`config.mk`:
```
export PLATFORM = sky130hd
export DESIGN_NAME = exu_mul
export DESIGN_NICKNAME = d
export VERILOG_FILES = /design/src/rtl/exu_pkg.sv /design/src/rtl/exu_mul.sv
export SDC_FILE = /design/constraint.sdc
export NUM_CORES = 2
export LEC_CHECK = 0
export BUFFER_PORTS_ARGS = -buffer_cell sky130_fd_sc_hd__buf_4
export CORE_ASPECT_RATIO = 0.8
export CORE_UTILIZATION = 50
export CTS_BUF_LIST = sky130_fd_sc_hd__clkbuf_8
export CTS_CLUSTER_DIAMETER = 150
export DETAILED_ROUTE_END_ITERATION = 6
export PLACE_DENSITY = 0.69
export SLEW_MARGIN = 30
export SYNTH_ARGS = -nofsm -noshare
export SYNTH_HDL_FRONTEND = slang
export SYNTH_SLANG_ARGS = --single-unit
```
`constraint.sdc`:
```
create_clock -name clk -period 8.9 [get_ports clk]
set_input_delay 1.78 -clock clk [delete_from_list [all_inputs] [get_ports clk]]
set_output_delay 1.78 -clock clk [all_outputs]
set_load 0.01 [all_outputs]
```
`src/rtl/exu_pkg.sv`:
```
`default_nettype none

package exu_pkg;

   //////////////////////////////
   // widths
   //////////////////////////////
   localparam int xlen       = 32;
   localparam int reg_addr_w = 5;
   localparam int reg_count  = 1 << reg_addr_w;
   localparam int shamt_w    = $clog2(xlen);
   localparam int op_w       = 4;

   typedef logic [xlen-1:0]       data_t;
   typedef logic [reg_addr_w-1:0] reg_addr_t;

   //////////////////////////////
   // unit classes and op codes
   //////////////////////////////
   typedef enum logic [1:0] {
      unit_alu = 2'd0,
      unit_mul = 2'd1,
      unit_lsu = 2'd2
   } unit_e;

   // alu_lui passes operand b through
   typedef enum logic [op_w-1:0] {
      alu_add  = 4'd0,
      alu_sub  = 4'd1,
      alu_and  = 4'd2,
      alu_or   = 4'd3,
      alu_xor  = 4'd4,
      alu_slt  = 4'd5,
      alu_sltu = 4'd6,
      alu_sll  = 4'd7,
      alu_srl  = 4'd8,
      alu_sra  = 4'd9,
      alu_lui  = 4'd10
   } alu_op_e;

   typedef enum logic [1:0] {
      mul_lo = 2'd0,
      mul_hs = 2'd1,
      mul_hu = 2'd2
   } mul_op_e;

   typedef enum logic {
      lsu_load  = 1'b0,
      lsu_store = 1'b1
   } lsu_op_e;

endpackage

`default_nettype wire

```
`src/rtl/exu_mul.sv`:
```
`default_nettype none
`timescale 1ns/1ps

module exu_mul (
   input  logic                     clk,
   input  exu_pkg::data_t           op_a,
   input  exu_pkg::data_t           op_b,
   input  logic [exu_pkg::op_w-1:0] op_e,
   output exu_pkg::data_t           mul_res_m
);
   import exu_pkg::*;

   mul_op_e                  op;
   logic                     sgn;
   logic signed [xlen:0]     a_x;
   logic signed [xlen:0]     b_x;
   logic signed [2*xlen+1:0] prod;
   data_t                    res;

   assign op  = mul_op_e'(op_e[1:0]);
   assign sgn = (op == mul_hs);

   // one 33x33 signed multiplier covers both signed and unsigned
   assign a_x  = {sgn & op_a[xlen-1], op_a};
   assign b_x  = {sgn & op_b[xlen-1], op_b};
   assign prod = a_x * b_x;

   // low half is the same either way
   assign res = (op == mul_lo) ? prod[xlen-1:0] : prod[2*xlen-1:xlen];

   always_ff @(posedge clk) begin
      mul_res_m <= res;
   end

endmodule

`default_nettype wire

```
==> results.yml <==
run_status:
  status: "complete, but fails checks"
  violations: "design-rule violations, negative setup slack"
job:
  drv_cap: 0
clocking:
  cts_tree: "yes"
  hold_buffers: 0
  path_clk_slew_ns: 0.07
  cts_buffer_depth: 2
  clock_sink_count: 32
  clock_tree.root_cell: "clkbuf_8"
  numCtsBuffers: 5
  cts.htree.levels: 2
finish:
  nFillCells: 6643
  largest_reg_flops: 32
  final_core_util: 0.590
  drive_above_1_share: 0.172
  fin_nets: 6191
  area_growth_syn_to_layout_pct: 16.3
  fin_area_um2: 45700
  top_register: "mul_res_m"
  reg_top3: "mul_res_m (32)"
critical_path:
  cp-end-kind: "flip-flop"
  start_kind: "input port"
  cp_max_fo: 5
  required_ns: 9.12
  critical_path_class: "input port to flip-flop"
  cp.arrival_ns: 9.23
sta:
  fin_crit_sh: 1.01
  finalMaxSlewViolations: 0
  fin_crit_ns: 9.01
  tightest_slew_ns: 0.857
  hold_viol_final: 0
  layout_setup_ws_ns: -0.109
  maxSlewHeadroom: 0.429
  finalSetupTns_ns: -0.400
  rsz0062_at_grt: "true"
  fmax_mhz: 111
  setup_viol: 7
logic_synthesis:
  synth_ff_type: "dfxtp_1"
  synth-seq-cells: 32
  ys_types: 66
  synthCells: 4408
  async_reset_ff_frac: 0
  synth_top_cells_by_area: "fa_1 57%, inv_1 11%, nand2_1 7.9%, ha_1 6.8%, and2_1 4.4%"
  synth_edf_count: 0
  yosys_warnings: 0
  yosys-top-cells-count: "1189 x inv_1, 1125 x fa_1, 825 x nand2_1"
  synth_seq_area_share: 0.0163
  synth_largest_area_cell: "fa_1"
  syn-cell-area_um2: 39300
  synth.net_count: 5814
  synthMostInstantiatedCell: "inv_1"
  syn_area_per_cell_um2: 8.91
  yosys.area.top_type_share: 0.573
floorplan:
  rows: 91
  coreArea_um2: 77400
  die_h_um: 253
  ioPinCount: 101
  die_w_um: 315
  start_util: 0.507
  die-area_um2: 79700
min_path:
  min-delay-start: "op_e[0]"
  hp-class: "input port to flip-flop"
  whs_path_depth: 5
  hold_end: "mul_res_m[14]"
placement:
  port_buffers: 98
  place_congestion: 0.934
  dp_hpwl_mm: 94.9
  placed_area_um2: 44100
route:
  num_vias: 30138
  via_per_inst: 5.19
  drc: 10
  wl_per_cell_um: 18.6
  dr.pass1.iters: 7
  ant_nets: 0
  wirelength_mm: 108
  drt_iter0_markers: 2196
global_routing:
  antenna_found_initial: 5
  grt_overflow_total: 0
  grt_pass1_wl_mm: 175
  grt_start_max_net_pins: 43
  groute.usage.overall: 0.283
  grt_pass1_vias: 32651
[worst max path at each step]
| stage | end | cells after the start | from | slack [ns] |
|---|---|---|---|---|
| global placement | mul_res_m[10] | 28 | op_e[0] | -0.74 |
| CTS | mul_res_m[22] | 27 | op_e[0] | -0.1 |
| global route | mul_res_m[22] | 26 | op_e[1] | -0.25 |
| finish | mul_res_m[22] | 26 | op_e[1] | -0.11 |
| detailed placement | mul_res_m[31] | 30 | op_e[0] | -0.71 |
| floorplan | mul_res_m[22] | 25 | op_e[0] | 0.003 |
[area by class of cell]
| cell class | count | area [um^2] | share of cell area |
|---|---|---|---|
| multi-input combinational | 2951 | 34200 | 0.749 |
| timing repair buffer | 606 | 4940 | 0.108 |
| inverter | 1189 | 4480 | 0.0979 |
| tap | 1023 | 1280 | 0.0280 |
| sequential | 32 | 641 | 0.0140 |
| clock buffer | 7 | 96.3 | 0.00211 |
| clock inverter | 1 | 30.0 | 0.000657 |
| antenna | 2 | 5.00 | 0.000110 |
[cell usage in the layout (no fill, tap or decap), types with 6 or more instances in the layout]
cell         n
o21ai_1     14
nand3_1     18
nor3_1      10
inv_1     1160
nand4_1     17
ha_4        21
inv_2       25
clkbuf_8     7
nand2_1    817
ha_1       190
buf_6       35
a21o_1      30
and3_1      23
xnor2_1     43
fa_1      1097
a21oi_1     59
fa_2        28
buf_4      549
a21oi_2     24
buf_12      18
o21bai_1    12
and2_1     274
or2_2       10
nor2_2       6
o21a_1       6
o21ai_0     22
nor2_1      74
xor2_1      19
dfxtp_1     32
[through the flow]
step,instances,hold WS (ns),setup slack [ns]
after floorplan,4408,2.08,0.00262
after global placement,5762,2.17,-0.739
after detailed placement,5762,2.17,-0.713
after CTS,5786,1.91,-0.0991
after global routing,5810,1.95,-0.248
final,5811,1.92,-0.109
[repair_timing]
action                                  in CTS  in global routing
resized for setup                           99                164
endpoints found under the setup margin      22                 30
pin swaps                                   70                107
setup buffers                               18                 28
[cells by family (layout without fill, tap and decap cells)]
kind of cell / after synthesis / count (layout) / share of synthesized area
buffers and inverters: 1425 / 1803 / 0.138
muxes: 6 / 6 / 0.00153
and+or+nand+nor: 1306 / 1306 / 0.150
other: 0 / 2 / 0
AOI/OAI and AO/OA: 231 / 231 / 0.0379
DFF: 32 / 32 / 0.0163
xor gates and xnor gates: 71 / 71 / 0.0158
adders and majority gates: 1337 / 1337 / 0.641
[per-layer routing]
layer	GRT usage	part of all wire	wire length, um
met1	0.399	0.42	45200
met3	0.0639	0.097	10500
met5	0	0.000093	10
met4	0.0625	0.025	2670
met2	0.448	0.46	49500
[worst max-delay path, stage by stage]
cell and delay (ns):
buf_6 0.10, nor2b_4 0.23, buf_6 0.17, nand2_8 0.10, or2_4 0.25, fa_2 0.54, fa_1 0.43, inv_2 0.07
fa_2 0.46, fa_2 0.56, inv_2 0.04, fa_2 0.62, fa_2 0.46, fa_2 0.54, inv_1 0.05, fa_2 0.59
ha_4 0.23, nand3_1 0.11, o21ai_1 0.09, a221o_1 0.41, o31ai_4 0.27, buf_4 0.18, nand2_4 0.06, a2111o_1 0.46
and3_4 0.22, o31ai_2 0.19
Power is left out: the tool's default activity adds up to more than one toggle a clock period on the data nets, which glitch-free logic cannot reach.
