**config.mk**
```make
export PLATFORM = sky130hd
export DESIGN_NAME = exu_regfile
export DESIGN_NICKNAME = d
export VERILOG_FILES = /design/src/rtl/exu_pkg.sv /design/src/rtl/exu_regfile.sv
export SDC_FILE = /design/constraint.sdc
export NUM_CORES = 1
export LEC_CHECK = 0
export ABC_CLOCK_PERIOD_IN_PS = 2400
export BUFFER_PORTS_ARGS = -buffer_cell sky130_fd_sc_hd__buf_2
export CORE_MARGIN = 3
export CORE_UTILIZATION = 40
export CTS_CLUSTER_SIZE = 8
export DETAILED_ROUTE_END_ITERATION = 10
export PLACE_DENSITY = 0.62
export REMOVE_ABC_BUFFERS = 1
export SLEW_MARGIN = 40
export SYNTH_ARGS = -nofsm -noshare
export SYNTH_HDL_FRONTEND = slang
export SYNTH_SLANG_ARGS = --single-unit
```
**constraint.sdc**
```tcl
create_clock -name clk -period 2.4 [get_ports clk]
set_input_delay 0 -clock clk [delete_from_list [all_inputs] [get_ports clk]]
set_output_delay 0 -clock clk [all_outputs]
set_load 0.01 [all_outputs]
```
**src/rtl/exu_pkg.sv**
```systemverilog
`default_nettype none

package exu_pkg;

   //////////////////////////////
   // widths
   //////////////////////////////
   localparam int xlen       = 32;
   localparam int reg_addr_w = 5;
   localparam int reg_count  = 1 << reg_addr_w;
   localparam int shamt_w    = $clog2(xlen);
   localparam int op_w       = 4;

   typedef logic [xlen-1:0]       data_t;
   typedef logic [reg_addr_w-1:0] reg_addr_t;

   //////////////////////////////
   // unit classes and op codes
   //////////////////////////////
   typedef enum logic [1:0] {
      unit_alu = 2'd0,
      unit_mul = 2'd1,
      unit_lsu = 2'd2
   } unit_e;

   // alu_lui passes operand b through
   typedef enum logic [op_w-1:0] {
      alu_add  = 4'd0,
      alu_sub  = 4'd1,
      alu_and  = 4'd2,
      alu_or   = 4'd3,
      alu_xor  = 4'd4,
      alu_slt  = 4'd5,
      alu_sltu = 4'd6,
      alu_sll  = 4'd7,
      alu_srl  = 4'd8,
      alu_sra  = 4'd9,
      alu_lui  = 4'd10
   } alu_op_e;

   typedef enum logic [1:0] {
      mul_lo = 2'd0,
      mul_hs = 2'd1,
      mul_hu = 2'd2
   } mul_op_e;

   typedef enum logic {
      lsu_load  = 1'b0,
      lsu_store = 1'b1
   } lsu_op_e;

endpackage

`default_nettype wire

```
**src/rtl/exu_regfile.sv**
```systemverilog
`default_nettype none
`timescale 1ns/1ps

module exu_regfile (
   input  logic               clk,
   input  exu_pkg::reg_addr_t rf_rs1,
   input  exu_pkg::reg_addr_t rf_rs2,
   input  logic               wb_wen,
   input  exu_pkg::reg_addr_t wb_rd,
   input  exu_pkg::data_t     wb_data,
   output exu_pkg::data_t     rf_rs1_data,
   output exu_pkg::data_t     rf_rs2_data
);
   import exu_pkg::*;

   data_t regs [reg_count];
   logic  wr_live;

   // writes to x0 are dropped
   assign wr_live = wb_wen & (wb_rd != '0);

   always_ff @(posedge clk) begin
      if (wr_live) begin
         regs[wb_rd] <= wb_data;
      end
   end

   // x0 reads zero, a same-cycle write shows through
   assign rf_rs1_data = (rf_rs1 == '0)                  ? '0      :
                        (wr_live && (wb_rd == rf_rs1)) ? wb_data : regs[rf_rs1];
   assign rf_rs2_data = (rf_rs2 == '0)                  ? '0      :
                        (wr_live && (wb_rd == rf_rs2)) ? wb_data : regs[rf_rs2];

endmodule

`default_nettype wire

```
==> impl_metrics.csv <==
group,metric,value,unit
worst_setup_path,cp.required,2.40,ns
finish,largest_registers,"regs: 1024 flops",
status,status,"finished, violations left",
power_and_ir_drop,clkPwrFrac,0.429,
floorplanning,row_count,126,
finish,area_growth,20.9,%
route,via_count,30322,
timing,fin_ws,-0.288,ns
global_route,grt_pass1_vias,31233,
power_and_ir_drop,ir_worst_vdd,0.668,mV
worst_hold_path,hold_class,"input pin to flip-flop",
route,wl,161000,microns
floorplanning,ios,113,
worst_setup_path,critPathTopFamily,"multiplexers",
power_and_ir_drop,power.share.switching,0.231,
worst_setup_path,critPathKind,"flip-flop to output pin",
timing,worst_slew_pin_slew,0.962,ns
finish,fin_area,58100,sq um
route,antenna_left,0,
power_and_ir_drop,p_total,42700,uW
worst_setup_path,critical_path_arrival,2.69,ns
synthesis,postSynthCellCount,2598,
synthesis,synthDistinctLibCells,57,
timing,finalHoldViolations,0,
cts,clk_pin_slew_worst_paths,0.05,ns
status,violations,"setup timing",
route,drt_iter0_drc,4019,
synthesis,yosysSeqAreaShare,0.640,
finish,drive_gt1_frac,0.388,
timing,post-route-period-util,1.12,
place,io_buffers,112,
cts,cts.htree.levels,4,
route,drc,0,
timing,drv_slew,0,
finish,top_register,"regs",
synthesis,ys_ff_latch,1024,
synthesis,async_flop_share,0,
worst_setup_path,critPathCaptureType,"output pin",
power_and_ir_drop,p_leak,0.0193,uW
floorplanning,core,119000,sq um
worst_setup_path,path_buf_inv,1,
cts,cts_sinks,1024,
cts,cts_root_buf,"clkbuf_16",
worst_setup_path,slowest_delay,0.53,ns
worst_setup_path,cp_max_fo,2,
timing,period_needed,2.69,ns
power_and_ir_drop,power_switching,9870,uW
floorplanning,initial_utilization,0.405,
place,place_hpwl,97700,microns
floorplanning,fp.dieArea,124000,sq um
synthesis,yosys_warnings,0,
global_route,overflow,0,
global_route,grt_max_degree,64,
timing,slew_headroom,0.357,
timing,fin_tns_setup,-6.18,ns
power_and_ir_drop,powerDensity,734,nW/um^2
finish,n_antenna_cell,0,
worst_setup_path,cp_slowest_cell,"mux4_2",
finish,final_common_cell,"edfxtp_1",
power_and_ir_drop,pwr-share-seq,0.471,
timing,rsz0062_at_grt,"true",
finish,finalNetCount,3051,
cts,clockBufferDepth,3,
synthesis,synth_area_per_cell,18.5,sq um
floorplanning,die_x,353,microns
timing,finalSetupViolations,57,
synthesis,synth_edf_count,1024,
route,first_pass_iters,5,
finish,layout_common_cells,"edfxtp_1 (1,024), mux4_2 (389), mux2i_1 (231)",
cts,cts_tree,"yes",
global_route,grt_usage,0.255,
cts,cts_buffers,146,
run,maxCapViolations,0,
place,dp_cells,4375,
power_and_ir_drop,p_int,32800,uW
worst_setup_path,startpoint_type,"flip-flop",
timing,fmax,372,MHz
finish,instances_no_fill,4616,
floorplanning,die_h,353,microns
worst_setup_path,path_cells,"mux4_2, mux2_4, a221o_1, a32o_2, buf_6",
synthesis,synth_area,48100,sq um
place,place_area,52700,sq um
global_route,antenna_found_initial,1,
place,routabilityCongestion,0.868,
synthesis,synth_flop_cell,"edfxtp_1",
route,vias_per_cell,6.57,
global_route,grt_pass1_wl,227000,microns
route,wire_per_inst,34.9,microns
finish,largest_reg_flops,1024,
power_and_ir_drop,pwr-share-comb,0.100,
area by class of cell:
type	count	area, sq um
inverter	2	7.51
tap	1600	2000
clock inverter	11	143
timing repair buffer	442	4190
clock buffer	151	3760
multi-input combinational	1386	17300
fill	9577	60600
sequential	1024	30700
synth_stat cells (5+ instances only):
library cell  count  share of area
a211oi_1         74          0.012
mux2_2           46          0.011
a21oi_1          50         0.0052
xor2_1            6         0.0011
buf_6            18         0.0042
nor3_1           14         0.0015
a22o_1            9         0.0016
buf_4            21         0.0033
a221oi_1         15         0.0027
a222oi_1          8         0.0017
nand2b_1          6        0.00078
o21ai_0          43         0.0045
o22ai_1          41         0.0053
nor2_1           50         0.0039
nand3b_1          7         0.0011
nor2b_1          27         0.0035
nand2_1          88         0.0069
a21o_1            8         0.0012
nand4_1           7        0.00091
a32o_1           31         0.0065
a31oi_1           9         0.0012
buf_1            10        0.00078
mux2i_1         233          0.049
buf_2            67         0.0070
a21boi_1          9         0.0014
mux4_2          389           0.18
a221o_1          20         0.0042
a22oi_1          65          0.010
o221ai_1         40         0.0073
edfxtp_1       1024           0.64
clkbuf_1         95         0.0074
nand3_1           7        0.00073
o311ai_0          5        0.00091
tightest hold or removal path: cells and delay by family:
kind          cells  cell delay [ns]
simple gates      2             0.31
buf+inv           2             0.29
power groups by stage:
stage | clock, uW | combinational [uW] | sequential (uW)
floorplan | 0 | 1740 | 20400
global placement | 0 | 3860 | 20400
detailed placement | 0 | 3920 | 20400
CTS | 18600 | 4170 | 20100
global route | 19300 | 4470 | 20100
finish | 18300 | 4270 | 20100
repair_timing:
| item | in CTS | in global routing |
|---|---|---|
| pin swaps | 125 | 54 |
| buffers inserted | 24 | 19 |
| gates cloned | 0 | 0 |
| hold buffers | 39 | 0 |
| endpoints found under the setup margin | 64 | 64 |
| endpoints found under the hold margin | 1048 | 0 |
| gates resized for setup | 146 | 71 |
metal layers:
layer / vias up / global-route usage / wire length (microns)
met5: - / 0 / 0
met4: 0 / 0.107 / 6940
met3: 358 / 0.0597 / 17000
met2: 2065 / 0.409 / 77200
met1: 15979 / 0.334 / 59700
li1: 11920 / - / -
stage by stage:
stage / hold WS (ns) / worst slack (ns) / utilization
5_1_grt: 0.0485 / -0.375 / 0.490
2_1_floorplan: 0.0989 / -1.97 / -
4_1_cts: 0.00303 / -0.372 / 0.486
3_3_place_gp: 0.495 / -0.145 / 0.443
6_report: 0.0662 / -0.288 / 0.490
3_5_place_dp: 0.520 / 0.0922 / 0.444
cells by family after synthesis:
logic type                synth area share
buffers and inverters               0.0246
muxes                                0.242
DFF                                  0.640
other                            0.0000780
xor gates and xnor gates           0.00182
and+or+nand+nor                     0.0233
AOI/OAI and AO/OA                   0.0689
final timing paths:
kind / startpoint / endpoint / slack [ns] / cells past startpoint
worst min-delay path: wb_rd[2] / regs[12][9]$_DFFE_PP_ / 0.07 / 4
worst max-delay path: regs[31][0]$_DFFE_PP_ / rf_rs2_data[0] / -0.29 / 5
Note: power is estimated with default switching activity, not from simulation.
