[config.mk]
export PLATFORM = sky130hd
export DESIGN_NAME = exu_bypass
export DESIGN_NICKNAME = d
export VERILOG_FILES = /design/src/rtl/exu_pkg.sv /design/src/rtl/exu_bypass.sv
export SDC_FILE = /design/constraint.sdc
export NUM_CORES = 1
export LEC_CHECK = 0
export BUFFER_PORTS_ARGS = -buffer_cell sky130_fd_sc_hd__buf_2
export CAP_MARGIN = 10
export CORE_AREA = 2 2 87 89
export DETAILED_ROUTE_END_ITERATION = 8
export DIE_AREA = 0 0 89 91
export PLACE_DENSITY = 0.69
export SLEW_MARGIN = 20
export SYNTH_ARGS = -nofsm -noshare
export SYNTH_HDL_FRONTEND = slang
export SYNTH_SLANG_ARGS = --single-unit
export TNS_END_PERCENT = 30
[constraint.sdc]
create_clock -name vclk -period 2.28
set_clock_uncertainty 0.2 [all_clocks]
set_input_delay 0.114 -clock vclk [all_inputs]
set_output_delay 0.114 -clock vclk [all_outputs]
set_load 0.05 [all_outputs]
[src/rtl/exu_pkg.sv]
`default_nettype none

package exu_pkg;

   //////////////////////////////
   // widths
   //////////////////////////////
   localparam int xlen       = 32;
   localparam int reg_addr_w = 5;
   localparam int reg_count  = 1 << reg_addr_w;
   localparam int shamt_w    = $clog2(xlen);
   localparam int op_w       = 4;

   typedef logic [xlen-1:0]       data_t;
   typedef logic [reg_addr_w-1:0] reg_addr_t;

   //////////////////////////////
   // unit classes and op codes
   //////////////////////////////
   typedef enum logic [1:0] {
      unit_alu = 2'd0,
      unit_mul = 2'd1,
      unit_lsu = 2'd2
   } unit_e;

   // alu_lui passes operand b through
   typedef enum logic [op_w-1:0] {
      alu_add  = 4'd0,
      alu_sub  = 4'd1,
      alu_and  = 4'd2,
      alu_or   = 4'd3,
      alu_xor  = 4'd4,
      alu_slt  = 4'd5,
      alu_sltu = 4'd6,
      alu_sll  = 4'd7,
      alu_srl  = 4'd8,
      alu_sra  = 4'd9,
      alu_lui  = 4'd10
   } alu_op_e;

   typedef enum logic [1:0] {
      mul_lo = 2'd0,
      mul_hs = 2'd1,
      mul_hu = 2'd2
   } mul_op_e;

   typedef enum logic {
      lsu_load  = 1'b0,
      lsu_store = 1'b1
   } lsu_op_e;

endpackage

`default_nettype wire

[src/rtl/exu_bypass.sv]
`default_nettype none
`timescale 1ns/1ps

module exu_bypass (
   input  exu_pkg::reg_addr_t rs1_e,
   input  exu_pkg::reg_addr_t rs2_e,
   input  logic               use_imm_e,
   input  exu_pkg::data_t     a_e,
   input  exu_pkg::data_t     b_e,
   input  exu_pkg::reg_addr_t m_rd,
   input  logic               m_wen,
   input  exu_pkg::data_t     m_data,
   input  exu_pkg::reg_addr_t wb_rd,
   input  logic               wb_wen,
   input  exu_pkg::data_t     wb_data,
   output exu_pkg::data_t     op_a,
   output exu_pkg::data_t     op_b
);

   logic m_live;
   logic w_live;
   logic a_hit_m;
   logic a_hit_w;
   logic b_hit_m;
   logic b_hit_w;

   // x0 never forwards
   assign m_live = m_wen & (m_rd != '0);
   assign w_live = wb_wen & (wb_rd != '0);

   assign a_hit_m = m_live & (m_rd == rs1_e);
   assign a_hit_w = w_live & (wb_rd == rs1_e);

   // b holds the immediate when use_imm is set
   assign b_hit_m = ~use_imm_e & m_live & (m_rd == rs2_e);
   assign b_hit_w = ~use_imm_e & w_live & (wb_rd == rs2_e);

   // younger result wins
   assign op_a = a_hit_m ? m_data :
                 a_hit_w ? wb_data : a_e;
   assign op_b = b_hit_m ? m_data :
                 b_hit_w ? wb_data : b_e;

endmodule

`default_nettype wire

==> flow_metrics.tcl, run 1 <==
set metrics [dict create \
    setup_tns_ns 0 \
    period_share 0.968 \
    wirelength_um 11500 \
    startpoint_type "input port" \
    first_pass_iters 5 \
    fin_nets 694 \
    max_slew_margin 0.697 \
    worst_slack_ns 0.0734 \
    power.density_nw_per_um2 280 \
    die_h_um 91 \
    worst_path_max_delay_cell "or4_4" \
    fin_cells 640 \
    max_freq_mhz 453 \
    grt_antenna_before_repair 0 \
    grt_max_degree 45 \
    ys.warnings.count 0 \
    io_buffer_count 215 \
    dieArea_um2 8100 \
    end_kind "output port" \
    finalInstanceArea_um2 3470 \
    cp_cell_sequence "buf_2, or4_4, o211ai_4, buf_4, nor3_1, a31oi_1, buf_2" \
    dp_cells 640 \
    viasPerCell 6.12 \
    drc_errors 0 \
    drive_gt1_frac 0.503 \
    nFlopsAndLatches 0 \
    syn-num-nets 504 \
    irDropWorstVdd_uv 154 \
    syn_to_final_growth_pct 64.3 \
    fillCellCount 770 \
    multi_input_area_um2 1980 \
    syn_area_per_cell_um2 5.98 \
    max_stage_delay_ns 0.56 \
    path_buf_inv 3 \
    netlist_area_um2 2110 \
    cts_setup_buffers 0 \
    track_usage 0.255 \
    vias 3916 \
    met2_usage 0.434 \
    dpl_cell_area_um2 3470 \
    grt_overflow 0 \
    worstPathRequired_ns 1.97 \
    drtIter0Drc 277 \
    drv_slew 0 \
    fin_crit_ns 2.21 \
    critPathTopFamily "buffers and inverters" \
    seqCellArea_um2 0 \
    dp_slack_ns 0.0649 \
    ant_nets 0 \
    die-width_um 89 \
    cp.arrival_ns 1.89 \
    cp_common_cell "buf_2" \
    cp_max_fo 22 \
    rsz0062_at_grt "no" \
    grt_use_met3 0.0409 \
    n_clock_buffer 0 \
    cts_hold_buf 0 \
    grt_pass1_wl_um 17100 \
    dp_hpwl_um 8790 \
    grt_busiest_layer "met2" \
    maxCapViolCount 0 \
    diodes 0 \
    core_um2 7140 \
    cts_resized 0 \
    status "complete, no violations" \
    hold_class "in2out" \
    p_total_uw 973 \
    tightestPinTransition_ns 0.454 \
    grt_pass1_vias 3586 \
    initial_utilization 0.296 \
    wl_per_cell_um 17.9 \
    p_leak_uw 0.00134 \
    num_rows 31 \
    synthCells 353 \
    grt_util_met1 0.339 \
    finalHoldViolations 0 \
    globalplace.congestion 0.903 \
    setup_viol 0 \
    synth_cell_types 22 \
    worstSetupPathType "in2out" \
    seq_area_frac_synth 0 \
    io_pins 215 \
]
-- logic make-up after synthesis --
kind of cell / count (synthesis) / synth area share
XOR/XNOR: 20 / 0.0829
buffers and inverters: 57 / 0.123
AND/OR/NAND/NOR: 143 / 0.390
AO/OA/AOI/OAI: 133 / 0.405
-- cells in the mapped netlist --
library cell / number / area share
nand4_1: 67 / 0.20
nor3_1: 65 / 0.15
a31oi_1: 64 / 0.19
o31ai_1: 32 / 0.11
o21ai_1: 30 / 0.071
clkbuf_1: 27 / 0.048
buf_2: 17 / 0.040
xnor2_1: 15 / 0.062
buf_1: 6 / 0.011
buf_4: 6 / 0.021
xor2_1: 5 / 0.021
nor2b_1: 3 / 0.0089
o211ai_2: 3 / 0.018
or2_1: 3 / 0.0089
o21ai_0: 2 / 0.0047
or4_4: 2 / 0.011
and4_1: 1 / 0.0041
clkbuf_2: 1 / 0.0024
nor2_1: 1 / 0.0018
o21a_1: 1 / 0.0036
o21ai_2: 1 / 0.0041
or3_1: 1 / 0.0030
-- where the power goes --
part | internal [µW] | leakage [µW] | switching (µW)
clock network | 0 | 0 | 0
logic | 300 | 0.00134 | 673
registers | 0 | 0 | 0
-- worst paths after layout --
path,startpoint,end,slack [ns],depth (start not counted)
worst min-delay path,a_e[11],op_a[11],0.46,4
worst max-delay path,m_rd[1],op_a[20],0.07,7
-- layout by cell type, fill, tap and decap left out, drive strengths merged --
master  synthesis  final
o21ai          33     33
o31ai          32     32
xnor2          15     15
or2             3      3
a31oi          64     64
nor2            1      1
and4            1      1
o21a            1      1
buf            29    244
nor3           65     65
or3             1      1
o211ai          3      3
or4             2      2
nand4          67     67
nor2b           3      3
xor2            5      5
clkbuf         28      1
-- final cells by class --
| class | instances | area share |
|---|---|---|
| multi-input cells | 296 | 0.571 |
| repair buffers | 245 | 0.394 |
| well taps | 99 | 0.0357 |
-- stage by stage --
step                       util  hold slack, ns
final                     0.486           0.458
after global routing      0.486           0.478
after CTS                 0.486           0.460
after detailed placement  0.486           0.460
after global placement    0.486           0.457
after floorplan               -           0.370
-- routing by layer --
metal / share of wire / up-vias
met5: 0 / -
met4: 0.013 / 0
met3: 0.10 / 23
met2: 0.47 / 281
met1: 0.41 / 1781
li1: - / 1831
-- worst min-delay path, delay by kind of cell --
kind	cells	cell delay [ns]
buffers and inverters	2	0.30
AOI/OAI and AO/OA	2	0.12
(Power assumes the default switching activity.)
==> run 2: changes to the inputs <==
MAX_ROUTING_LAYER = met4   (was unset)
clock period = 2.6 ns   (was 2.28 ns; I/O delays follow)
==> flow_metrics.tcl, run 2 (synthesis gave the netlist of run 1 again) <==
set metrics [dict create \
    startpoint_type "input port" \
    globalplace.congestion 0.953 \
    drtIter0Drc 400 \
    finalHoldViolations 0 \
    fin_nets 690 \
    dpl_cell_area_um2 3290 \
    setup_viol 0 \
    p_leak_uw 0.00129 \
    drv_slew 0 \
    worstPathRequired_ns 2.27 \
    power.density_nw_per_um2 255 \
    cts_resized 0 \
    grt_antenna_before_repair 0 \
    track_usage 0.280 \
    grt_overflow 0 \
    cts_hold_buf 0 \
    die-width_um 89 \
    setup_tns_ns 0 \
    final_common_cell "buf_2" \
    core_um2 7140 \
    status "complete, no violations" \
    cp_max_fo 25 \
    dp_hpwl_um 9360 \
    worstSetupPathType "in2out" \
    grt_pass1_wl_um 17900 \
    vias 3982 \
    diodes 0 \
    hold_start "a_e[0]" \
    io_buffer_count 215 \
    cts_setup_buffers 0 \
    final_cell_mix "buf_2 (215), nand4_1 (67), nor3_1 (64), a31oi_1 (64), o31ai_1 (32)" \
    nFlopsAndLatches 0 \
    fin_crit_ns 2.20 \
    end_kind "output port" \
    maxCapViolCount 0 \
    n_clock_buffer 0 \
    finalInstanceArea_um2 3290 \
    die_h_um 91 \
    holdPathEnd "op_a[0]" \
    syn_to_final_growth_pct 55.9 \
    initial_utilization 0.296 \
    cp.arrival_ns 1.87 \
    hold_class "in2out" \
    grt_max_degree 39 \
    hold_depth 4 \
    ant_nets 0 \
    irDropWorstVdd_uv 152 \
    max_slew_margin 0.672 \
    fillCellCount 792 \
    drc_errors 0 \
    io_pins 215 \
    drive_gt1_frac 0.467 \
    multi_input_area_um2 1870 \
    wirelength_um 12300 \
    period_share 0.845 \
    dieArea_um2 8100 \
    viasPerCell 6.26 \
    wl_per_cell_um 19.4 \
    seqCellArea_um2 0 \
    grt_pass1_vias 3638 \
    rsz0062_at_grt "no" \
    tightestPinTransition_ns 0.493 \
    first_pass_iters 6 \
    num_rows 31 \
    max_freq_mhz 455 \
]
run 2: through the flow:
stage | cells | util | hold slack (ns) | total power, µW | setup slack (ns)
finish | 636 | 0.461 | 0.493 | 839 | 0.404
floorplan | 353 | - | 0.440 | 518 | 0.225
CTS | 636 | 0.461 | 0.491 | 830 | 0.405
global placement | 636 | 0.461 | 0.491 | 823 | 0.403
detailed placement | 636 | 0.461 | 0.491 | 828 | 0.401
global route | 636 | 0.461 | 0.508 | 879 | 0.308
run 2: power breakdown:
part	switching (µW)	internal (µW)	leakage (µW)
Clock	0	0	0
Combinational	593	247	0.00129
Sequential	0	0	0
run 2: final cells by class:
cell class | count | area share
Tap cell | 99 | 0.0376
Multi-Input combinational cell | 296 | 0.569
Timing Repair Buffer | 241 | 0.394
run 2: worst max-delay path: stages:
cell      delay [ns]
buf_2           0.12
or4_4           0.56
o211ai_4        0.21
or2_1           0.16
buf_4           0.30
a31oi_1         0.14
buf_2           0.24
run 2: worst max path at each step:
stage / slack (ns) / from / end / cells past startpoint
4_1_cts: 0.41 / m_rd[1] / op_b[4] / 7
3_3_place_gp: 0.40 / wb_rd[1] / op_a[8] / 7
2_1_floorplan: 0.22 / wb_rd[1] / op_b[10] / 5
6_report: 0.40 / m_rd[1] / op_b[0] / 7
5_1_grt: 0.31 / wb_rd[1] / op_a[14] / 7
3_5_place_dp: 0.40 / m_rd[1] / op_b[4] / 7
run 2: per-layer routing:
| metal | up-vias | share of wire | track usage |
|---|---|---|---|
| met3 | 52 | 0.096 | 0.0200 |
| li1 | 1821 | - | - |
| met2 | 323 | 0.48 | 0.439 |
| met4 | 0 | 0.034 | 0.0771 |
| met1 | 1786 | 0.39 | 0.384 |
| met5 | - | 0 | - |
