===== config.mk =====
export PLATFORM = sky130hd
export DESIGN_NAME = exu_alu
export DESIGN_NICKNAME = d
export VERILOG_FILES = /design/src/rtl/exu_pkg.sv /design/src/rtl/exu_alu.sv
export SDC_FILE = /design/constraint.sdc
export NUM_CORES = 1
export LEC_CHECK = 0
export BUFFER_PORTS_ARGS = -buffer_cell sky130_fd_sc_hd__clkbuf_2
export CORE_MARGIN = 2
export CORE_UTILIZATION = 45
export CTS_BUF_LIST = sky130_fd_sc_hd__clkbuf_16
export DETAILED_ROUTE_END_ITERATION = 6
export SLEW_MARGIN = 20
export SYNTH_ARGS = -nofsm -noshare
export SYNTH_HDL_FRONTEND = slang
export SYNTH_SLANG_ARGS = --single-unit

===== constraint.sdc =====
create_clock -name clk -period 6.14 [get_ports clk]
set_input_delay 0.307 -clock clk [delete_from_list [all_inputs] [get_ports clk]]
set_output_delay 0.307 -clock clk [all_outputs]
set_load 0.01 [all_outputs]

===== src/rtl/exu_pkg.sv =====
`default_nettype none

package exu_pkg;

   //////////////////////////////
   // widths
   //////////////////////////////
   localparam int xlen       = 32;
   localparam int reg_addr_w = 5;
   localparam int reg_count  = 1 << reg_addr_w;
   localparam int shamt_w    = $clog2(xlen);
   localparam int op_w       = 4;

   typedef logic [xlen-1:0]       data_t;
   typedef logic [reg_addr_w-1:0] reg_addr_t;

   //////////////////////////////
   // unit classes and op codes
   //////////////////////////////
   typedef enum logic [1:0] {
      unit_alu = 2'd0,
      unit_mul = 2'd1,
      unit_lsu = 2'd2
   } unit_e;

   // alu_lui passes operand b through
   typedef enum logic [op_w-1:0] {
      alu_add  = 4'd0,
      alu_sub  = 4'd1,
      alu_and  = 4'd2,
      alu_or   = 4'd3,
      alu_xor  = 4'd4,
      alu_slt  = 4'd5,
      alu_sltu = 4'd6,
      alu_sll  = 4'd7,
      alu_srl  = 4'd8,
      alu_sra  = 4'd9,
      alu_lui  = 4'd10
   } alu_op_e;

   typedef enum logic [1:0] {
      mul_lo = 2'd0,
      mul_hs = 2'd1,
      mul_hu = 2'd2
   } mul_op_e;

   typedef enum logic {
      lsu_load  = 1'b0,
      lsu_store = 1'b1
   } lsu_op_e;

endpackage

`default_nettype wire


===== src/rtl/exu_alu.sv =====
`default_nettype none
`timescale 1ns/1ps

module exu_alu (
   input  logic                     clk,
   input  exu_pkg::data_t           op_a,
   input  exu_pkg::data_t           op_b,
   input  logic [exu_pkg::op_w-1:0] op_e,
   output exu_pkg::data_t           alu_res_m
);
   import exu_pkg::*;

   alu_op_e            op;
   logic [shamt_w-1:0] shamt;
   data_t              res;

   assign op    = alu_op_e'(op_e);
   assign shamt = op_b[shamt_w-1:0];

   always_comb begin
      case (op)
         alu_add:  res = op_a + op_b;
         alu_sub:  res = op_a - op_b;
         alu_and:  res = op_a & op_b;
         alu_or:   res = op_a | op_b;
         alu_xor:  res = op_a ^ op_b;
         alu_slt: begin
            res = {{(xlen-1){1'b0}}, ($signed(op_a) < $signed(op_b))};
         end
         alu_sltu: begin
            res = {{(xlen-1){1'b0}}, (op_a < op_b)};
         end
         alu_sll:  res = op_a << shamt;
         alu_srl:  res = op_a >> shamt;
         // arithmetic shift keeps the sign
         alu_sra:  res = data_t'($signed(op_a) >>> shamt);
         alu_lui:  res = op_b;
         default:  res = '0;
      endcase
   end

   //////////////////////////////
   // E to M
   //////////////////////////////
   always_ff @(posedge clk) begin
      alu_res_m <= res;
   end

endmodule

`default_nettype wire


==> results.cfg, run 1 <==
[logic_synthesis]
synth_flop_cell = dfxtp_1
synth_warnings = 0
async_flop_share_pct = 0
synth_seq_cells = 32
synth.largest_area_cell = ha_1
syn_avg_cell_area_um2 = 6.84
syn_nets = 1528
synth_edf_count = 0
synthesis.instances = 1359
yosysMostFrequentCell = nor2_1
ys_top_cells_by_area = ha_1 (13%), o21ai_0 (7.2%), mux4_2 (7.0%), dfxtp_1 (6.9%), a21oi_1 (6.5%)
netlist.area_leader.share_pct = 13.2
synth.top_cells.by_count = nor2_1 (157), o21ai_0 (133), a21oi_1 (120)
synth-seq-area-share_pct = 6.90
ys_types = 77
netlist_area_um2 = 9290

[hold_path]
hold_depth = 3
hold_class = primary input to flip-flop
hold_start = op_b[9]
whs_endpoint = alu_res_m[9]

[worst_setup_path]
setup.worst_path.end_class = flip-flop
crit_slowest_cell = buf_2
critPathTopFamily = compound AO/OA/AOI/OAI gates
worstSetupPathType = primary input to flip-flop
critPathRequiredTime_ns = 6.30
crit_arrival_ns = 4.19
cp_num_buf_inv = 2
start_kind = primary input
slowest_delay_ns = 0.71
critPathMostFrequentCell = o21ai_0
crit_path_cell_trace = buf_2 > ha_1 > inv_1 > fa_1 > nand2b_1 > a21o_1 > a21oi_1 > o31ai_1 > o311a_1 > o41ai_1 > o21ai_0 > xnor2_1 > o21ai_0
startpoint = op_b[0]
worst-path-max-fanout = 39

[run_status]
status = finished, final reports clean

[pwr]
power_density_nw_per_um2 = 141
p_leak_nw = 4.37
vdd.ir_drop.worst_mv = 0.0869
power_w = 0.00141

[flow_run]
maxCapViolations = 0

[placed_design]
hpwlAfterDp_um = 30100
pre_cts_ws_ns = 1.94
port-buffer-count = 100
gp_congestion = 1.00

[global_route]
grt_pass1_vias = 9998
antenna_found_initial = 2
grt_max_degree = 77
gr-total-overflow = 0
grt_pass1_wl_um = 59900
track_usage_pct = 35.4

[detailed_routing]
ant_nets = 0
via_per_inst = 6.70
wl_per_cell_um = 24.0
drt_iter0_markers = 1525
drt_wl_total_um = 39600
firstDrtPassIters = 6
route.detailed.drc = 0
routed-via-count = 11054

[sta]
setup-tns-final_ns = 0
hold_viol_final = 0
final.min_clock_period_ns = 4.03
fin_crit_sh_pct = 65.6
worst_slew_pin_slew_ns = 0.994
fmax_mhz = 248
maxSlewViolCount = 0
setup_violations = 0
fin_ws_ns = 2.11
relSlewSlack_pct = 32.9
rsz0062_at_grt = no

[clocking]
postCtsSetupBuffers = 0
clock-sinks = 32
clk_pin_slew_ns = 0.07
numCtsBuffers = 5
h-tree-depth = 2
holdBufCountCts = 0
cts_buffer_depth = 2
tritoncts = done
cts_root_buffer = clkbuf_16
ctsResizeCount = 0

[floorplanning]
io_pins = 101
core_area_um2 = 20200
start_util_pct = 45.9
die_h_um = 148
die_area_um2 = 21800
die_x_um = 148
rows = 52

[final_layout]
regMostFlops = alu_res_m
largest_reg_flops = 32
largest_registers = alu_res_m: 32 flops
nets = 1548
drive_above_1_share_pct = 13.3
areaGrowthSynthToFinish_pct = 7.70
worst max-delay path by stage:
stage	slack [ns]	to	cells past startpoint
final	2.11	alu_res_m[22]	13
after global routing	1.75	alu_res_m[22]	13
after CTS	2.22	alu_res_m[22]	13
after detailed placement	1.94	alu_res_m[22]	13
after global placement	1.98	alu_res_m[22]	13
after floorplan	2.28	alu_res_m[28]	14
cell families after synthesis:
group,synth area share (%)
AOI/OAI and AO/OA,34.1
xor gates and xnor gates,1.51
DFF,6.90
muxes,15.3
and+or+nand+nor,19.5
buffers and inverters,9.11
adders and majority gates,13.6
through the flow:
step | cell area, µm² | hold WS, ns | utilization (%) | instances
2_1_floorplan | 9290 | 0.451 | - | 1359
3_3_place_gp | 9840 | 0.609 | 48.6 | 1642
3_5_place_dp | 9840 | 0.596 | 48.6 | 1642
4_1_cts | 10000 | 0.295 | 49.4 | 1650
5_1_grt | 10000 | 0.334 | 49.4 | 1650
6_report | 10000 | 0.307 | 49.4 | 1651
cell type report:
type	count	area (µm²)
fillers	2118	10200
multi-input cells	1112	7810
flip-flops and latches	32	641
repair buffers	118	638
inverters	110	413
well taps	270	338
clock buffers	5	125
clock inverters	3	37.5
diodes	1	2.50
routing by layer:
| layer | track usage (%) | vias up | share of wire [%] |
|---|---|---|---|
| met5 | 0 | - | 0 |
| met4 | 10.8 | 0 | 3.5 |
| met3 | 6.82 | 99 | 11 |
| met2 | 54.9 | 661 | 44 |
| met1 | 49.7 | 5268 | 42 |
| li1 | - | 5026 | - |
tightest hold or removal path: cells and delay by family:
family | cells | cell delay [ns]
AOI/OAI and AO/OA | 1 | 0.08
buffers and inverters | 1 | 0.10
and+or+nand+nor | 1 | 0.08
power breakdown:
| group | leakage [nW] | switching [W] | internal [W] |
|---|---|---|---|
| sequential | 0.267 | 0.0000120 | 0.000238 |
| combinational | 4.02 | 0.000559 | 0.000305 |
| clock | 0.0789 | 0.000109 | 0.000189 |
placed cells by master (no fill, tap or decap), types with 19 or more instances in the layout:
master	n
ha_1	98
nor3_1	33
dfxtp_1	32
o21ai_0	133
inv_1	107
a221oi_1	21
nor2_1	156
o211ai_1	27
nand2_1	119
a21oi_1	120
mux2i_1	59
nand3_1	28
mux4_2	29
buf_4	19
clkbuf_2	98
(Power assumes the default switching activity.)
==> run 2: changes to the inputs <==
==> constraint.sdc (replaced) <==
create_clock -name clk -period 3.8 [get_ports clk]
set_input_delay 0.19 -clock clk [delete_from_list [all_inputs] [get_ports clk]]
set_output_delay 0.19 -clock clk [all_outputs]
set_load 0.01 [all_outputs]
==> results.cfg, run 2 (synthesis results as in run 1) <==
[run_status]
status = finished, final reports clean

[sta]
setup_violations = 0
fmax_mhz = 288
fin_crit_sh_pct = 91.5
final.min_clock_period_ns = 3.48
relSlewSlack_pct = 41.0
maxSlewViolCount = 0
setup-tns-final_ns = 0
hold_viol_final = 0
worst_slew_pin_slew_ns = 0.879
rsz0062_at_grt = no

[worst_setup_path]
setup.worst_path.end_class = flip-flop
start_kind = primary input
worstSetupPathType = primary input to flip-flop
critPathRequiredTime_ns = 4.00
endpoint = alu_res_m[27]
worst-path-max-fanout = 10
startpoint = op_a[8]
crit_arrival_ns = 3.68

[pwr]
vdd.ir_drop.worst_mv = 0.154
power_w = 0.00229
power_density_nw_per_um2 = 222
p_leak_nw = 4.56

[floorplanning]
core_area_um2 = 20200
die_x_um = 148
rows = 52
start_util_pct = 45.9
io_pins = 101
die_h_um = 148
die_area_um2 = 21800

[final_layout]
largest_registers = alu_res_m: 32 flops
regMostFlops = alu_res_m
drive_above_1_share_pct = 15.6
nFillCells = 2147
mostFrequentLayoutCells = nor2_1 (156), o21ai_0 (133), a21oi_1 (120), nand2_1 (119), inv_1 (109)
areaGrowthSynthToFinish_pct = 10.9
finalNonFillerCells = 1690
final_common_cell = nor2_1
largest_reg_flops = 32
nets = 1586

[global_route]
grt_max_degree = 76
antenna_found_initial = 4
gr-total-overflow = 0
grt_pass1_vias = 10377
grt_pass1_wl_um = 63500
track_usage_pct = 38.1

[clocking]
cts_root_buffer = clkbuf_16
cts_buffer_depth = 2
tritoncts = done
numCtsBuffers = 5
h-tree-depth = 2
clock-sinks = 32
postCtsSetupBuffers = 0
ctsResizeCount = 0
holdBufCountCts = 0
clk_pin_slew_ns = 0.07

[placed_design]
placed_cells = 1680
hpwlAfterDp_um = 33200
gp_congestion = 1.04
port-buffer-count = 100

[detailed_routing]
routed-via-count = 11338
ant_nets = 0
drt_iter0_markers = 1433
route.detailed.drc = 0
wl_per_cell_um = 25.3
firstDrtPassIters = 6
drt_wl_total_um = 42700
via_per_inst = 6.71

[flow_run]
maxCapViolations = 0

[hold_path]
hold_class = primary input to flip-flop
-- run 2: cell types whose count changed in the layout (fill, tap and decap cells not counted) --
cell / previous run / this run
buf_12: 0 / 3
buf_4: 19 / 54
bufinv_16: 1 / 0
clkinv_1: 4 / 3
diode_2: 1 / 2
inv_1: 107 / 109
-- run 2: how the worst min path moves through the flow --
stage | startpoint | slack [ns] | cells after the start | endpoint
after floorplan | op_b[12] | 0.33 | 2 | alu_res_m[12]
after global placement | op_b[11] | 0.48 | 3 | alu_res_m[11]
after CTS | op_b[9] | 0.19 | 3 | alu_res_m[9]
final | op_b[12] | 0.19 | 3 | alu_res_m[12]
after global routing | op_b[11] | 0.21 | 3 | alu_res_m[11]
after detailed placement | op_b[9] | 0.50 | 3 | alu_res_m[9]
-- run 2: through the flow --
stage	util (%)	worst slack, ns	hold slack (ns)	instance area [µm²]
after floorplan	-	0.0575	0.334	9290
after global placement	50.2	0.220	0.483	10200
after detailed placement	50.2	0.289	0.502	10200
after CTS	50.9	0.606	0.192	10300
after global routing	50.9	0.310	0.215	10300
final	50.9	0.324	0.191	10300
-- run 2: where the power goes --
| part | internal (W) | total [W] | leakage (nW) | switching [W] |
|---|---|---|---|---|
| logic | 0.000527 | 0.00147 | 4.22 | 0.000943 |
| registers | 0.000384 | 0.000400 | 0.267 | 0.0000159 |
| clock network | 0.000237 | 0.000418 | 0.0738 | 0.000182 |
-- run 2: layout make-up --
cell class	count	area [µm²]	area share, %
clock inverter	3	11.3	0.109
clock buffer	5	125	1.21
inverter	110	413	4.01
sequential	32	641	6.22
antenna	2	5.00	0.0486
tap	270	338	3.28
multi-input combinational	1112	7810	75.8
timing repair buffer	156	961	9.33
-- run 2: metal layers --
metal / up-vias / share of wire, % / global-route usage [%]
met4: 2 / 4.0 / 14.7
met3: 118 / 12 / 10.8
met1: 5383 / 41 / 52.4
met5: - / 0.028 / 0
li1: 5102 / - / -
met2: 733 / 42 / 56.4
-- run 2: worst max-delay path, cell delays in order --
cell       delay (ns)
clkbuf_2         0.25
inv_1            0.08
ha_1             0.31
buf_4            0.16
nor2_1           0.05
a221oi_1         0.66
o2111ai_1        0.46
nand3_1          0.27
o41ai_2          0.14
a2111oi_0        0.44
nor2_1           0.14
a221o_1          0.36
a21o_1           0.15
