### src/rtl/exu_pkg.sv
`default_nettype none

package exu_pkg;

   //////////////////////////////
   // widths
   //////////////////////////////
   localparam int xlen       = 32;
   localparam int reg_addr_w = 5;
   localparam int reg_count  = 1 << reg_addr_w;
   localparam int shamt_w    = $clog2(xlen);
   localparam int op_w       = 4;

   typedef logic [xlen-1:0]       data_t;
   typedef logic [reg_addr_w-1:0] reg_addr_t;

   //////////////////////////////
   // unit classes and op codes
   //////////////////////////////
   typedef enum logic [1:0] {
      unit_alu = 2'd0,
      unit_mul = 2'd1,
      unit_lsu = 2'd2
   } unit_e;

   // alu_lui passes operand b through
   typedef enum logic [op_w-1:0] {
      alu_add  = 4'd0,
      alu_sub  = 4'd1,
      alu_and  = 4'd2,
      alu_or   = 4'd3,
      alu_xor  = 4'd4,
      alu_slt  = 4'd5,
      alu_sltu = 4'd6,
      alu_sll  = 4'd7,
      alu_srl  = 4'd8,
      alu_sra  = 4'd9,
      alu_lui  = 4'd10
   } alu_op_e;

   typedef enum logic [1:0] {
      mul_lo = 2'd0,
      mul_hs = 2'd1,
      mul_hu = 2'd2
   } mul_op_e;

   typedef enum logic {
      lsu_load  = 1'b0,
      lsu_store = 1'b1
   } lsu_op_e;

endpackage

`default_nettype wire

### src/rtl/exu_wb_arbiter.sv
`default_nettype none
`timescale 1ns/1ps

module exu_wb_arbiter (
   input  logic               clk,
   input  logic               arst_n,
   input  logic               alu_valid_e,
   input  logic               mul_valid_e,
   input  exu_pkg::reg_addr_t rd_e,
   input  logic               wen_e,
   input  exu_pkg::data_t     alu_res_m,
   input  exu_pkg::data_t     mul_res_m,
   input  logic               lsu_finish,
   input  exu_pkg::data_t     lsu_rdata,
   input  exu_pkg::reg_addr_t lsu_fin_rd,
   input  logic               lsu_fin_wen,
   output exu_pkg::reg_addr_t m_rd,
   output logic               m_wen,
   output exu_pkg::data_t     m_data,
   output logic               wb_wen,
   output exu_pkg::reg_addr_t wb_rd,
   output exu_pkg::data_t     wb_data
);
   import exu_pkg::*;

   reg_addr_t rd_q;
   logic      alu_wen_m;
   logic      mul_wen_m;
   logic      mul_sel_m;
   logic      lsu_claim;

   //////////////////////////////
   // E to M
   //////////////////////////////
   always_ff @(posedge clk or negedge arst_n) begin
      if (!arst_n) begin
         alu_wen_m <= 1'b0;
         mul_wen_m <= 1'b0;
         mul_sel_m <= 1'b0;
      end else begin
         alu_wen_m <= alu_valid_e & wen_e;
         mul_wen_m <= mul_valid_e & wen_e;
         mul_sel_m <= mul_valid_e;
      end
   end

   always_ff @(posedge clk) begin
      rd_q <= rd_e;
   end

   // a store finishes without a claim
   assign lsu_claim = lsu_finish & lsu_fin_wen;

   // lsu first, then mul, alu by default
   always_comb begin
      if (lsu_claim) begin
         m_rd   = lsu_fin_rd;
         m_data = lsu_rdata;
      end else if (mul_sel_m) begin
         m_rd   = rd_q;
         m_data = mul_res_m;
      end else begin
         m_rd   = rd_q;
         m_data = alu_res_m;
      end
   end

   assign m_wen = lsu_claim | alu_wen_m | mul_wen_m;

   //////////////////////////////
   // M to W
   //////////////////////////////
   always_ff @(posedge clk or negedge arst_n) begin
      if (!arst_n) begin
         wb_wen <= 1'b0;
      end else begin
         wb_wen <= m_wen;
      end
   end

   always_ff @(posedge clk) begin
      wb_rd   <= m_rd;
      wb_data <= m_data;
   end

endmodule

`default_nettype wire

### config.mk
export PLATFORM = sky130hd
export DESIGN_NAME = exu_wb_arbiter
export DESIGN_NICKNAME = d
export VERILOG_FILES = /design/src/rtl/exu_pkg.sv /design/src/rtl/exu_wb_arbiter.sv
export SDC_FILE = /design/constraint.sdc
export NUM_CORES = 1
export LEC_CHECK = 0
export ABC_AREA = 1
export BUFFER_PORTS_ARGS = -buffer_cell sky130_fd_sc_hd__buf_2
export CAP_MARGIN = 20
export CORE_MARGIN = 8
export CORE_UTILIZATION = 37
export DETAILED_ROUTE_END_ITERATION = 6
export PLACE_DENSITY = 0.8
export SETUP_SLACK_MARGIN = 0.4
export SLEW_MARGIN = 10
export SYNTH_ARGS = -nofsm -noshare
export SYNTH_HDL_FRONTEND = slang
export SYNTH_SLANG_ARGS = --single-unit
### constraint.sdc
create_clock -name clk -period 1.3 [get_ports clk]
set_input_delay 0.13 -clock clk [delete_from_list [all_inputs] [get_ports clk]]
set_output_delay 0.13 -clock clk [all_outputs]
set_load 0.1 [all_outputs]
==> out/metrics.csv, run 1 <==
stage;metric;value;unit
floorplanning;starting density of the core;37.8;%
run_status;status;did not finish;
synthesis;Synth cell types;12;
synthesis;Net Count, Synth;421;
floorplanning;Top Ports;189;
synthesis;Mapped Area;2040;µm²
placed_design;Final HPWL DP;7.95;mm
synthesis;Area contributors post-synth;dfxtp_1, nand2_1, inv_1, nand3_1, dfrtp_1;
clock_network;H-tree levels;2;
clock_network;CTS Sinks;46;
floorplanning;die span in x;90.3;µm
synthesis;Synth top area share;41.2;%
clock_network;setup bufs post-CTS;2;
floorplanning;die height;90.3;µm
synthesis;cell count after synthesis;308;
synthesis;Post-synth top flop;dfxtp_1;
synthesis;Yosys reg bits;46;
clock_network;PostCTS Resize Cnt;203;
synthesis;register area share after synthesis;46.1;%
clock_network;CTS Buffer Depth;2;
synthesis;most common library cells after synthesis;nand2_1, inv_1, dfxtp_1, nand3_1, buf_4;
synthesis;largest area contributor in the netlist;dfxtp_1;
run_status;tool error;[ERROR DPL-0038] Utilization greater than 100%, impossible to legalize;
run_status;last stage reached;4_1_cts;
clock_network;CTS Hold Bufs;7;
placed_design;IO Port Bufs;188;
synthesis;ys async rst share;8.70;%
synthesis;EDFF count, synth;0;
synthesis;syn avg cell area;6.63;µm²
synthesis;Ys Warns;0;
clock_network;CTS root buf;clkbuf_8;
clock_network;CTS buffer count;5;
synthesis;count leader, synth;nand2_1;
floorplanning;# rows;27;
placed_design;GP Congestion;0.812;
==> cells by family after synthesis <==
group	count (synthesis)	synth area share [%]
buffers and inverters	82	18.7
DFF	46	46.1
and+or+nand+nor	180	35.2
==> metrics by stage <==
stage | std cells | util (%) | setup WS, ns | hold WS, ns | area (µm²)
3_5_place_dp | 562 | 86.2 | -0.0580 | -0.0585 | 4660
2_1_floorplan | 308 | - | 0.147 | -0.166 | 3100
3_3_place_gp | 562 | 86.2 | -0.00255 | -0.0619 | 4660
==> run 2: changes to the inputs <==
- CORE_UTILIZATION: 37 -> 35
- PLACE_DENSITY: 0.8 -> unset
- PLACE_DENSITY_LB_ADDON: unset -> 0.15
- SETUP_SLACK_MARGIN: 0.4 -> unset
==> run 2 against run 1 <==
  * The flow now finishes, with violations (negative setup slack)
  * Synthesized area stayed put
  * Synthesized cell count unchanged
==> out/metrics.csv, run 2 <==
stage;metric;value;unit
synthesis;Synth cell types;12;
placed_design;IO Port Bufs;188;
global_routing;met3 GRT Util;7.12;%
synthesis;syn avg cell area;6.63;µm²
synthesis;largest area contributor in the netlist;dfxtp_1;
synthesis;Yosys reg bits;46;
placed_design;Final HPWL DP;6.53;mm
global_routing;first-pass GRT wire length;12.8;mm
final_layout;fin util;70.0;%
synthesis;Synth top area share;41.2;%
global_routing;gr usage total;18.8;%
final_layout;Largest register FFs;32;
clock_network;CTS Buffer Depth;2;
clock_network;clock latency on the worst-skew pair;0.31;ns
global_routing;met1 GRT Util;18.5;%
hold_path;HP Class;in -> reg;
setup_path;Startpoint Class;flip-flop;
power_and_ir_drop;Flop pwr share;28.4;%
final_layout;commonest non-fill, non-tap cell in the layout;buf_2;
synthesis;register area share after synthesis;46.1;%
setup_path;CP endpoint kind;output pin;
sta;clk_skew;0.00826;ns
power_and_ir_drop;Pwr Total;5.54;mW
routing;routed vias;2464;
routing;DRT antenna net count;0;
placed_design;GP Congestion;0.773;
sta;setup violators final;32;
clock_network;CTS root buf;clkbuf_8;
run_status;status;complete, but fails checks;
global_routing;GR Overflow Total;0;
synthesis;Net Count, Synth;421;
synthesis;EDFF count, synth;0;
global_routing;busiest grt layer;met2;
clock_network;CTS Sinks;46;
clock_network;CTS clk-pin slew, worst paths;0.10;ns
setup_path;Req. time, crit path;1.17;ns
floorplanning;Top Ports;189;
clock_network;CTS buffer count;5;
power_and_ir_drop;Sw Pwr;2.79;mW
final_layout;Largest Register;wb_data;
power_and_ir_drop;internal power;2.75;mW
floorplanning;die span in x;92.4;µm
synthesis;most common library cells after synthesis;nand2_1, inv_1, dfxtp_1, nand3_1, buf_4;
synthesis;Post-synth top flop;dfxtp_1;
hold_path;Worst Hold Depth;3;
sta;Tcrit/Tclk final;118;%
sta;post-layout worst setup margin;-0.240;ns
setup_path;crit path DAT;1.41;ns
setup_path;Max FO, Critical Path;16;
global_routing;largest net degree at the start of global routing;33;
power_and_ir_drop;leak pwr;2.37;nW
final_layout;number of nets in the layout;617;
clock_network;TritonCTS clock tree;yes;
final_layout;most frequent cells in the layout;buf_2, nand2_1, inv_1;
synthesis;count leader, synth;nand2_1;
floorplanning;area of the die;8530;µm²
placed_design;post-place setup slack;-0.0253;ns
routing;Vias/cell;4.25;
placed_design;placed insts;565;
setup_path;critical path type;reg -> out;
floorplanning;starting density of the core;35.3;%
synthesis;Mapped Area;2040;µm²
setup_path;R2R depth;4;
power_and_ir_drop;Clk pwr share;17.2;%
final_layout;Ant. Diodes;0;
floorplanning;# rows;28;
power_and_ir_drop;PD cells;1370;nW/µm²
global_routing;number of global-route vias before repair;2629;
synthesis;cell count after synthesis;308;
power_and_ir_drop;Worst VDD drop;0.893;mV
sta;Tmin final;1.54;ns
global_routing;initial antenna violation count;0;
final_layout;Layout Cells excl Fill;580;
final_layout;area delta synth->final;98.2;%
floorplanning;Core Box Area;5780;µm²
floorplanning;die height;92.4;µm
routing;Routed WL per cell;13.9;µm
final_layout;share of layout cells above drive strength 1;49.1;%
synthesis;Area contributors post-synth;dfxtp_1, nand2_1, inv_1, nand3_1, dfrtp_1;
synthesis;ys async rst share;8.70;%
run;Max-cap violations;0;
clock_network;H-tree levels;2;
power_and_ir_drop;Combinational Power Share;54.4;%
routing;final wirelength;8.03;mm
routing;router iterations before antenna repair;4;
final_layout;leading registers by flop count;wb_data: 32 flops, rd_q: 5 flops, wb_rd: 5 flops;
power_and_ir_drop;Net Sw Frac;50.4;%
sta;endpoints failing hold;0;
sta;f_max;0.649;GHz
sta;max-slew violation count;0;
routing;1st-iter DRT viols;46;
run_status;failing checks;negative setup slack;
routing;drt drc;0;
global_routing;routing usage on met2;35.1;%
sta;Slew @ Worst Pin;0.510;ns
sta;RSZ-0062 raised after global routing;true;
sta;relative slew slack;66.2;%
synthesis;Ys Warns;0;
## run 2: cell type report
cell class,count,area [µm²]
inverters,68,263
clock inverters,3,26.3
clock buffers,5,68.8
flip-flops and latches,46,942
fillers,476,1730
well taps,75,93.8
repair buffers,203,1670
multi-input cells,180,978
## run 2: kinds of logic (layout without fill, tap and decap cells)
group                  after synthesis  count (layout)  share of synthesized area (%)
buffers and inverters               82             279                           18.7
DFF                                 46              46                           46.1
and+or+nand+nor                    180             180                           35.2
## run 2: timing repair
item,4_1_cts,5_1_grt
cloned,0,0
resized for setup,7,0
setup endpoints to repair,32,32
buffers inserted,0,0
hold endpoints to repair,10,0
hold buffers,7,0
## run 2: metal layers
metal,wire length (µm),up-vias
li1,-,1268
met1,2790,1083
met2,4390,94
met3,651,19
met4,206,0
met5,0,-
## run 2: worst max-delay path, cell delays in order (launching register included)
cell	delay (ns)
dfrtp_2	0.47
buf_6	0.18
nand2_1	0.08
nand3_1	0.12
nand2_4	0.09
buf_12	0.17
## run 2: final timing paths
path | start | endpoint | slack (ns)
worst min register to register | mul_wen_m$_DFF_PN0_ | wb_wen$_DFF_PN0_ | 0.49
min in group asynchronous | arst_n | mul_wen_m$_DFF_PN0_ | 0.18
max in group asynchronous | arst_n | mul_sel_m$_DFF_PN0_ | 0.99
worst min-delay path | wen_e | mul_wen_m$_DFF_PN0_ | 0.03
worst max register to register | mul_sel_m$_DFF_PN0_ | wb_data[24]$_DFF_P_ | 0.27
worst max-delay path | mul_sel_m$_DFF_PN0_ | m_data[22] | -0.24
## run 2: stage by stage
stage	setup TNS, ns	instance area (µm²)	hold slack (ns)
floorplan	0	2290	-0.166
global placement	0	3860	-0.0635
detailed placement	-0.0253	3860	-0.0610
CTS	-7.88	4050	0.0196
global route	-9.84	4050	0.0302
finish	-7.26	4050	0.0297
## run 2: power by group through the flow
stage                     Sequential [mW]  Combinational [mW]  Clock [mW]
after floorplan                      2.45                1.26           0
after global placement               1.60                2.98           0
after detailed placement             1.60                3.01           0
after CTS                            1.57                3.03       0.999
after global routing                 1.58                3.12        1.05
final                                1.57                3.01       0.952
(Power assumes the default switching activity.)
==> run 3: changes to the inputs <==
- CORE_ASPECT_RATIO: unset -> 0.75
==> run 3 against run 2 <==
  * The run still ends with negative setup slack left
  * First-iteration DRC count up 74%
  * Final area down 0.28%
  * Clock-buffer cell count unchanged
  * Non-clock buffer count down 1
  * Fmax down 1.1%
  * Worst hold slack worse by 0.013 ns
  * Register-to-register slack worse by 0.02 ns
  * Critical path depth unchanged
  * Sequential share of layout area up 0.065 points
  * Clock power down 3.7%
  * Worst setup slack worse by 0.017 ns
  * Utilization up 0.35 points
  * Largest power group unchanged
  * Highest routed layer unchanged
==> out/metrics.csv, run 3 (same netlist as run 2, synthesis figures left out) <==
stage;metric;value;unit
run_status;status;complete, but fails checks;
run_status;failing checks;negative setup slack;
sta;f_max;0.642;GHz
global_routing;largest net degree at the start of global routing;33;
setup_path;Max FO, Critical Path;16;
routing;drt drc;0;
sta;Tcrit/Tclk final;120;%
power_and_ir_drop;Combinational Power Share;54.7;%
sta;Fin Hold WS;0.0164;ns
routing;routed vias;2501;
final_layout;leading registers by flop count;wb_data: 32 flops, rd_q: 5 flops, wb_rd: 5 flops;
clock_network;CTS root buf;clkbuf_8;
final_layout;Layout Cells excl Fill;582;
floorplanning;die span in x;104;µm
floorplanning;Core Box Area;5740;µm²
setup_path;crit path DAT;1.43;ns
floorplanning;# rows;24;
setup_path;critical path type;reg -> out;
global_routing;GR Overflow Total;0;
placed_design;Final HPWL DP;6.72;mm
sta;post-layout worst setup margin;-0.257;ns
routing;1st-iter DRT viols;80;
sta;Slew @ Worst Pin;0.508;ns
sta;max-slew violation count;0;
routing;Met2 Wirelength;4.28;mm
global_routing;number of global-route vias before repair;2607;
sta;Tmin final;1.56;ns
power_and_ir_drop;Flop pwr share;28.6;%
final_layout;fin util;70.4;%
final_layout;Fill cells;485;
clock_network;clock latency on the worst-skew pair;0.29;ns
sta;clk_skew;0.00846;ns
power_and_ir_drop;Sw Pwr;2.77;mW
placed_design;placed insts;567;
final_layout;number of nets in the layout;616;
power_and_ir_drop;Pwr Total;5.50;mW
power_and_ir_drop;internal power;2.73;mW
final_layout;Ant. Diodes;0;
global_routing;initial antenna violation count;0;
setup_path;critical path's slowest cell;dfrtp_2;
final_layout;most frequent cells in the layout;buf_2, nand2_1, inv_1;
sta;setup violators final;32;
routing;DR top layer;met4;
floorplanning;Top Ports;189;
floorplanning;area of the die;8560;µm²
routing;Routed WL per cell;14.1;µm
routing;router iterations before antenna repair;5;
clock_network;setup bufs post-CTS;0;
routing;DR WL met3;670;µm
setup_path;slowest stage delay, CP;0.47;ns
placed_design;GP Congestion;0.770;
routing;Vias/cell;4.30;
clock_network;CTS buffer count;5;
final_layout;share of layout cells above drive strength 1;48.8;%
setup_path;Startpoint Class;flip-flop;
setup_path;worst-path cell chain;buf_6 -> nand2_1 -> nand3_1 -> nand2_4 -> buf_12;
clock_network;CTS Sinks;46;
floorplanning;starting density of the core;35.6;%
hold_path;HP Class;in -> reg;
placed_design;IO Port Bufs;188;
setup_path;R2R depth;4;
power_and_ir_drop;Clk pwr share;16.7;%
power_and_ir_drop;leak pwr;2.35;nW
floorplanning;die height;82.2;µm
global_routing;gr usage total;18.4;%
setup_path;CP endpoint kind;output pin;
final_layout;area delta synth->final;97.6;%
routing;final wirelength;8.19;mm
routing;DRT antenna net count;0;
sta;RSZ-0062 raised after global routing;true;
clock_network;CTS Buffer Depth;2;
sta;endpoints failing hold;0;
clock_network;TritonCTS clock tree;yes;
power_and_ir_drop;PD cells;1360;nW/µm²
hold_path;Worst Hold Depth;3;
final_layout;Largest register FFs;32;
setup_path;Req. time, crit path;1.17;ns
final_layout;commonest non-fill, non-tap cell in the layout;buf_2;
sta;relative slew slack;66.4;%
routing;met1 wire length;3.15;mm
power_and_ir_drop;Worst VDD drop;0.918;mV
clock_network;H-tree levels;2;
power_and_ir_drop;Net Sw Frac;50.4;%
global_routing;first-pass GRT wire length;12.8;mm
clock_network;CTS clk-pin slew, worst paths;0.10;ns
run;Max-cap violations;0;
final_layout;Largest Register;wb_data;
[run 3: repair_timing]
action                                 in CTS  in global routing
endpoints found under the hold margin      10                  0
setup endpoints to repair                  32                 32
gates resized for setup                     5                  1
hold buffers                                7                  0
[run 3: per-layer routing]
metal | up-vias | track usage (%)
met5 | - | 0
met4 | 0 | 4.17
met3 | 6 | 6.36
met2 | 118 | 35.6
met1 | 1114 | 19.3
li1 | 1263 | -
[run 3: stage by stage]
stage / setup slack [ns] / area [µm²] / setup TNS (ns)
after floorplan: 0.0391 / 2290 / 0
after global placement: 0.0331 / 3850 / 0
after detailed placement: 0.00854 / 3850 / 0
after CTS: -0.276 / 4030 / -7.95
after global routing: -0.313 / 4040 / -9.35
final: -0.257 / 4040 / -7.32
[run 3: power groups by stage]
| stage | registers, mW | clock network, mW | logic, mW |
|---|---|---|---|
| after global routing | 1.59 | 1.01 | 3.11 |
| after global placement | 1.60 | 0 | 2.98 |
| after CTS | 1.57 | 0.959 | 3.03 |
| after detailed placement | 1.60 | 0 | 3.00 |
| after floorplan | 2.45 | 0 | 1.26 |
| final | 1.57 | 0.917 | 3.01 |
[run 3: path summary, 6_finish.rpt]
check | start | to | slack [ns]
max | mul_sel_m$_DFF_PN0_ | m_data[17] | -0.26
min | alu_valid_e | alu_wen_m$_DFF_PN0_ | 0.02
max reg2reg | mul_sel_m$_DFF_PN0_ | wb_data[15]$_DFF_P_ | 0.25
min reg2reg | rd_q[1]$_DFF_P_ | wb_rd[1]$_DFF_P_ | 0.49
max in group asynchronous | arst_n | mul_sel_m$_DFF_PN0_ | 1.00
min in group asynchronous | arst_n | wb_wen$_DFF_PN0_ | 0.16
[run 3: area by class of cell]
cell class	count	area (µm²)	area share [%]
Sequential cell	46	942	23.3
Clock buffer	5	68.8	1.71
Timing Repair Buffer	202	1670	41.3
Multi-Input combinational cell	180	973	24.1
Tap cell	78	97.6	2.42
Inverter	68	263	6.51
Clock inverter	3	23.8	0.589
[run 3: critical path, delay by kind of cell, from the launching register on]
kind	cells	cell delay (ns)
buf+inv	2	0.35
flops	1	0.47
simple gates	3	0.30
